File: config.mk
export PLATFORM = sky130hd
export DESIGN_NAME = box_filter_top
export DESIGN_NICKNAME = d
export VERILOG_FILES = /design/src/verilog/filter_pkg.sv /design/src/verilog/img_geom_pkg.sv /design/src/verilog/box_filter_top.sv /design/src/verilog/box_sum_tree.sv /design/src/verilog/line_buffer_bank.sv /design/src/verilog/window_buffer_datapath.sv
export SDC_FILE = /design/constraint.sdc
export NUM_CORES = 2
export LEC_CHECK = 0
export BUFFER_PORTS_ARGS = -buffer_cell sky130_fd_sc_hd__buf_2
export CORE_MARGIN = 2
export CORE_UTILIZATION = 55
export DETAILED_ROUTE_END_ITERATION = 8
export GPL_TIMING_DRIVEN = 0
export PLACE_DENSITY = 0.7
export SLEW_MARGIN = 20
export SYNTH_ARGS = -nofsm -noshare
export SYNTH_HDL_FRONTEND = slang
export SYNTH_SLANG_ARGS = --single-unit
export TNS_END_PERCENT = 5
File: constraint.sdc
create_clock -name clk -period 34.8 [get_ports clk]
set_input_delay 5.22 -clock clk [delete_from_list [all_inputs] [get_ports clk]]
set_output_delay 5.22 -clock clk [all_outputs]
set_load 0.02 [all_outputs]
File: src/verilog/filter_pkg.sv
package filter_pkg;

  // Grayscale pixel.
  localparam int PIX_W = 8;

  // Eleven pixels of one window row fit in 12 bits.
  localparam int ROW_SUM_W = 12;

  // The sum of all 121 pixels fits in 15 bits.
  localparam int SUM_W = 15;

  localparam int WIN_PIX = 121;

endpackage

File: src/verilog/img_geom_pkg.sv
package img_geom_pkg;

  // Frame size in pixels.
  localparam int IMG_COLS = 14;
  localparam int IMG_ROWS = 12;

  // Edge of the square filter window.
  localparam int WIN_SIZE = 11;

  // Counter widths, wide enough for IMG_COLS and IMG_ROWS.
  localparam int COL_W = 4;
  localparam int ROW_W = 4;

endpackage

File: src/verilog/box_filter_top.sv
`timescale 1ns/1ps

module box_filter_top (
  input  logic                         clk,
  input  logic                         rst_n,
  input  logic [filter_pkg::PIX_W-1:0] pixel_i,
  input  logic                         pixel_valid_i,
  output logic [filter_pkg::SUM_W-1:0] sum_o,
  output logic                         sum_valid_o,
  output logic                         frame_done_o
);

  import img_geom_pkg::*;
  import filter_pkg::*;

  logic [WIN_SIZE*PIX_W-1:0] col_pix;
  logic                      col_valid;
  logic [WIN_PIX*PIX_W-1:0]  window;
  logic                      window_valid;

  line_buffer_bank u_line_buffer_bank (
    .clk           (clk),
    .rst_n         (rst_n),
    .pixel_i       (pixel_i),
    .pixel_valid_i (pixel_valid_i),
    .col_pix_o     (col_pix),
    .col_valid_o   (col_valid)
  );

  window_buffer_datapath u_window_buffer_datapath (
    .clk            (clk),
    .rst_n          (rst_n),
    .col_pix_i      (col_pix),
    .col_valid_i    (col_valid),
    .window_o       (window),
    .window_valid_o (window_valid),
    .frame_done_o   (frame_done_o)
  );

  box_sum_tree u_box_sum_tree (
    .clk            (clk),
    .rst_n          (rst_n),
    .window_i       (window),
    .window_valid_i (window_valid),
    .sum_o          (sum_o),
    .sum_valid_o    (sum_valid_o)
  );

endmodule

File: src/verilog/box_sum_tree.sv
`timescale 1ns/1ps

module box_sum_tree (
  input  logic                                             clk,
  input  logic                                             rst_n,
  input  logic [filter_pkg::WIN_PIX*filter_pkg::PIX_W-1:0] window_i,
  input  logic                                             window_valid_i,
  output logic [filter_pkg::SUM_W-1:0]                     sum_o,
  output logic                                             sum_valid_o
);

  import img_geom_pkg::*;
  import filter_pkg::*;

  logic [ROW_SUM_W-1:0] row_sum_d [WIN_SIZE];
  logic [ROW_SUM_W-1:0] row_sum_q [WIN_SIZE];
  logic [SUM_W-1:0]     total_d;
  logic                 stage1_valid_q;

  // Stage one, eleven independent row sums.
  always_comb begin
    for (int r = 0; r < WIN_SIZE; r++) begin
      row_sum_d[r] = '0;
      for (int c = 0; c < WIN_SIZE; c++) begin
        row_sum_d[r] = row_sum_d[r] +
                       ROW_SUM_W'(window_i[(r*WIN_SIZE+c)*PIX_W +: PIX_W]);
      end
    end
  end

  always_ff @(posedge clk) begin
    for (int r = 0; r < WIN_SIZE; r++) begin
      row_sum_q[r] <= row_sum_d[r];
    end
  end

  // Stage two adds the registered row sums.
  always_comb begin
    total_d = '0;
    for (int r = 0; r < WIN_SIZE; r++) begin
      total_d = total_d + SUM_W'(row_sum_q[r]);
    end
  end

  always_ff @(posedge clk) begin
    sum_o <= total_d;
  end

  // Valid bits march with the data so back to back windows are kept apart.
  always_ff @(posedge clk) begin
    if (!rst_n) begin
      stage1_valid_q <= 1'b0;
      sum_valid_o    <= 1'b0;
    end else begin
      stage1_valid_q <= window_valid_i;
      sum_valid_o    <= stage1_valid_q;
    end
  end

endmodule

File: src/verilog/line_buffer_bank.sv
`timescale 1ns/1ps

module line_buffer_bank (
  input  logic                                                clk,
  input  logic                                                rst_n,
  input  logic [filter_pkg::PIX_W-1:0]                        pixel_i,
  input  logic                                                pixel_valid_i,
  output logic [img_geom_pkg::WIN_SIZE*filter_pkg::PIX_W-1:0] col_pix_o,
  output logic                                                col_valid_o
);

  import img_geom_pkg::*;
  import filter_pkg::*;

  // One delay line per previous row. Index IMG_COLS-1 holds the oldest pixel.
  logic [PIX_W-1:0] line_q [WIN_SIZE-1][IMG_COLS];

  // Lines shift only on an accepted pixel, so gaps simply stall the bank.
  always_ff @(posedge clk) begin
    if (pixel_valid_i) begin
      for (int k = 0; k < WIN_SIZE - 1; k++) begin
        for (int j = IMG_COLS - 1; j > 0; j--) begin
          line_q[k][j] <= line_q[k][j-1];
        end
      end
      line_q[0][0] <= pixel_i;
      // Each line feeds the next one, one row further back.
      for (int k = 1; k < WIN_SIZE - 1; k++) begin
        line_q[k][0] <= line_q[k-1][IMG_COLS-1];
      end
    end
  end

  // Newest slot gets the current pixel, slot 0 the pixel ten rows above.
  always_ff @(posedge clk) begin
    if (pixel_valid_i) begin
      col_pix_o[(WIN_SIZE-1)*PIX_W +: PIX_W] <= pixel_i;
      for (int k = 0; k < WIN_SIZE - 1; k++) begin
        col_pix_o[(WIN_SIZE-2-k)*PIX_W +: PIX_W] <= line_q[k][IMG_COLS-1];
      end
    end
  end

  always_ff @(posedge clk) begin
    if (!rst_n) begin
      col_valid_o <= 1'b0;
    end else begin
      col_valid_o <= pixel_valid_i;
    end
  end

endmodule

File: src/verilog/window_buffer_datapath.sv
`timescale 1ns/1ps

module window_buffer_datapath (
  input  logic                                                 clk,
  input  logic                                                 rst_n,
  input  logic [img_geom_pkg::WIN_SIZE*filter_pkg::PIX_W-1:0]  col_pix_i,
  input  logic                                                 col_valid_i,
  output logic [filter_pkg::WIN_PIX*filter_pkg::PIX_W-1:0]     window_o,
  output logic                                                 window_valid_o,
  output logic                                                 frame_done_o
);

  import img_geom_pkg::*;
  import filter_pkg::*;

  // Window storage, row 0 is the oldest row and column 0 the oldest column.
  logic [PIX_W-1:0] win_q [WIN_SIZE][WIN_SIZE];

  // Position of the column that arrives with col_valid_i.
  logic [COL_W-1:0] col_cnt_q;
  logic [ROW_W-1:0] row_cnt_q;

  logic             col_last;
  logic             row_last;
  logic             win_full;

  assign col_last = (col_cnt_q == COL_W'(IMG_COLS - 1));
  assign row_last = (row_cnt_q == ROW_W'(IMG_ROWS - 1));

  // Full window once both counters have reached the window edge.
  assign win_full = (col_cnt_q >= COL_W'(WIN_SIZE - 1)) &&
                    (row_cnt_q >= ROW_W'(WIN_SIZE - 1));

  always_ff @(posedge clk) begin
    if (col_valid_i) begin
      for (int r = 0; r < WIN_SIZE; r++) begin
        for (int c = 0; c < WIN_SIZE - 1; c++) begin
          win_q[r][c] <= win_q[r][c+1];
        end
        win_q[r][WIN_SIZE-1] <= col_pix_i[r*PIX_W +: PIX_W];
      end
    end
  end

  always_ff @(posedge clk) begin
    if (!rst_n) begin
      col_cnt_q <= '0;
      row_cnt_q <= '0;
    end else if (col_valid_i) begin
      if (col_last) begin
        col_cnt_q <= '0;
        // Row counter wraps with the frame.
        if (row_last) begin
          row_cnt_q <= '0;
        end else begin
          row_cnt_q <= row_cnt_q + 1'b1;
        end
      end else begin
        col_cnt_q <= col_cnt_q + 1'b1;
      end
    end
  end

  // Both flags come out with the window that they describe.
  always_ff @(posedge clk) begin
    if (!rst_n) begin
      window_valid_o <= 1'b0;
      frame_done_o   <= 1'b0;
    end else begin
      window_valid_o <= col_valid_i && win_full;
      frame_done_o   <= col_valid_i && col_last && row_last;
    end
  end

  for (genvar r = 0; r < WIN_SIZE; r++) begin : g_row
    for (genvar c = 0; c < WIN_SIZE; c++) begin : g_col
      assign window_o[(r*WIN_SIZE+c)*PIX_W +: PIX_W] = win_q[r][c];
    end
  end

endmodule
==> run summary <==
Status: complete, no violations
Startpoint Class: input pin
Worst-Margin Slew: 1.097 ns
Vias in the first global route: 42,160
I/O pins: 28
Crit path DAT: 8.44 ns
Max Slew Vio Count: 0
# resized after CTS: 0
Sequential area share after synthesis: 0.6977
Largest net degree at the start of global routing: 154
Setup TNS: 0 ns
Number of DRC markers in iteration 0: 3,022
Warning count from the yosys run: 0
Via count: 39,750
Crit. Startpoint: pixel_valid_i
Final #Nets: 6,569
Share of flip-flops with an asynchronous set or reset: 0
CP Class: in2reg
Worst Path Required: 35.24 ns
Max_cap viols: 0
Syn nets: 6,295
DR WL/cell: 17.48 µm
Clk_lat worst skew: 0.85 ns
Number of post-CTS setup repair buffers: 0
DRC violations left: 0
Total track usage: 0.1666
Min Tclk post-route: 8.001 ns
Hold WC Path Type: reg2reg
Register clock-pin slew on the reported worst setup and hold paths: 0.06 ns
Number of port buffers: 27
Drt pass-1 iters: 5
Global route overflow: 0
Top cell type by total area after synthesis: edfxtp_1
DP HPWL: 93.78 mm
Antenna violations before repair: 10
Clock root cell: clkbuf_16
H-tree depth: 4
Core ar.: 171,400 µm²
Share of layout cells above drive strength 1: 0.06837
Number of buffers created by CTS: 219
Commonest cells post-synth: edfxtp_1, inv_1, fa_1
Die ar.: 175,700 µm²
Routability cong.: 0.7997
RSZ-0062 raised after global routing: no
Crit-path max FO: 153
Post-synth EDFFs: 2,096
Vias per inst: 5.004
Final setup fails: 0
CTS Sinks: 2,256
CTS tree: built
Largest cells by area after synthesis: edfxtp_1, fa_1, ha_1, inv_1, dfxtp_1
Yosys reg bits: 2,256
DIE WIDTH: 419.2 µm
Initial Utilization: 0.5533
Yosys cell types: 54
Netlist Area Pre-Place: 94,810 µm²
Worst R2R Start: u_box_sum_tree.row_sum_q[0][3]$_DFF_P_
Final hold vios: 0
Top achievable clock speed: 125.0 MHz
Fin crit share: 0.2299
Routed Antenna Nets: 0
First-pass GRT wire length: 227.1 mm
Setup crit end kind: flop
Min-delay src: u_line_buffer_bank.line_q[0][1093]$_DFFE_PP_
Clk_skew: 0.04374 ns
Top_reg_cell synth: edfxtp_1
# hold bufs at CTS: 0
Area fraction of the dominant cell type after synthesis: 0.6639
WL final: 138.8 mm
Register area: 66,150 µm²
Die H: 419.2 µm
Multi-input logic area: 25,030 µm²
Cells after Synth: 5,175
R2R setup slack: 27.94 ns
CTS max path bufs: 3
Rel. slew slack: 0.2593
Rows: 152
Area growth syn-to-layout: 11.48%
Average cell area after synthesis: 18.32 µm²
Count leader, synth: edfxtp_1
Final-layout fill cell count: 12,020
-- path summary, 6_finish.rpt --
kind                                                       end  cells after the start
setup reg to reg              u_box_sum_tree.sum_o[12]$_DFF_P_                     21
hold / removal    u_line_buffer_bank.line_q[0][1085]$_DFFE_PP_                      0
setup / recovery   u_line_buffer_bank.line_q[0][844]$_DFFE_PP_                      5
hold reg to reg   u_line_buffer_bank.line_q[0][1085]$_DFFE_PP_                      0
-- critical path: stages --
cell and delay (ns):
buf_12 0.43, buf_16 0.53, buf_16 0.54, buf_16 0.51, buf_16 0.51
-- layer usage --
metal  global-route usage  vias up  wire, µm
li1                     -    18520         -
met1               0.2493    20310     64730
met2               0.2502      654     64190
met3              0.03247      263      6255
met4              0.05299        4      3647
met5                    0        -        23
-- cell type report --
type	instances	share of cell area
Sequential cell	2256	0.6259
Tap cell	2310	0.02735
Multi-Input combinational cell	1952	0.2368
Antenna cell	3	0.00007103
Timing Repair Buffer	53	0.007837
Inverter	965	0.03427
Clock inverter	140	0.01326
Buffer	2	0.0001421
Clock buffer	263	0.05441
-- metrics by stage --
step	worst slack, ns	cell area (µm²)	hold slack (ns)	instances	util
2_1_floorplan	10.09	94810	0.4003	5175	-
3_3_place_gp	0.9522	97830	0.4002	7512	0.5709
3_5_place_dp	25.97	98530	0.4045	7538	0.5750
4_1_cts	26.90	105700	0.3988	7941	0.6167
5_1_grt	26.60	105700	0.4073	7941	0.6167
6_report	26.80	105700	0.3996	7944	0.6168
-- placed cells by master (no fill, tap or decap), types with 51 or more instances in the layout --
cell	n
edfxtp_1	2096
inv_1	965
fa_1	776
ha_1	333
clkbuf_16	223
dfxtp_1	159
nor2_1	118
xnor2_1	100
a21oi_1	89
o21ai_0	76
a21o_1	54
xor2_1	51
-- state kept, by name, indices dropped and copies added (netlist names) --
register and flops:
u_box_sum_tree.row_sum_q 132, u_box_sum_tree.stage1_valid_q 1, u_box_sum_tree.sum_o 15, u_box_sum_tree.sum_valid_o 1, u_line_buffer_bank.col_pix_o 87, u_line_buffer_bank.col_valid_o 1
u_line_buffer_bank.line_q 1041, u_window_buffer_datapath.col_cnt_q 4, u_window_buffer_datapath.frame_done_o 1, u_window_buffer_datapath.row_cnt_q 4, u_window_buffer_datapath.win_q 968, u_window_buffer_datapath.window_valid_o 1
-- cell families (layout without fill, tap and decap cells) --
| kind of cell | after synthesis | count (layout) | synth area share |
|---|---|---|---|
| DFF | 2256 | 2256 | 0.6977 |
| adders and majority gates | 1109 | 1109 | 0.2078 |
| buffers and inverters | 967 | 1423 | 0.03836 |
| AOI/OAI and AO/OA | 366 | 366 | 0.02505 |
| and+or+nand+nor | 323 | 323 | 0.01684 |
| xor gates and xnor gates | 151 | 151 | 0.01395 |
| muxes | 3 | 3 | 0.0003299 |
| other | 0 | 3 | 0 |
Power is not shown: default switching activity piles up to over one toggle a cycle in this logic, so the estimate is an artifact.
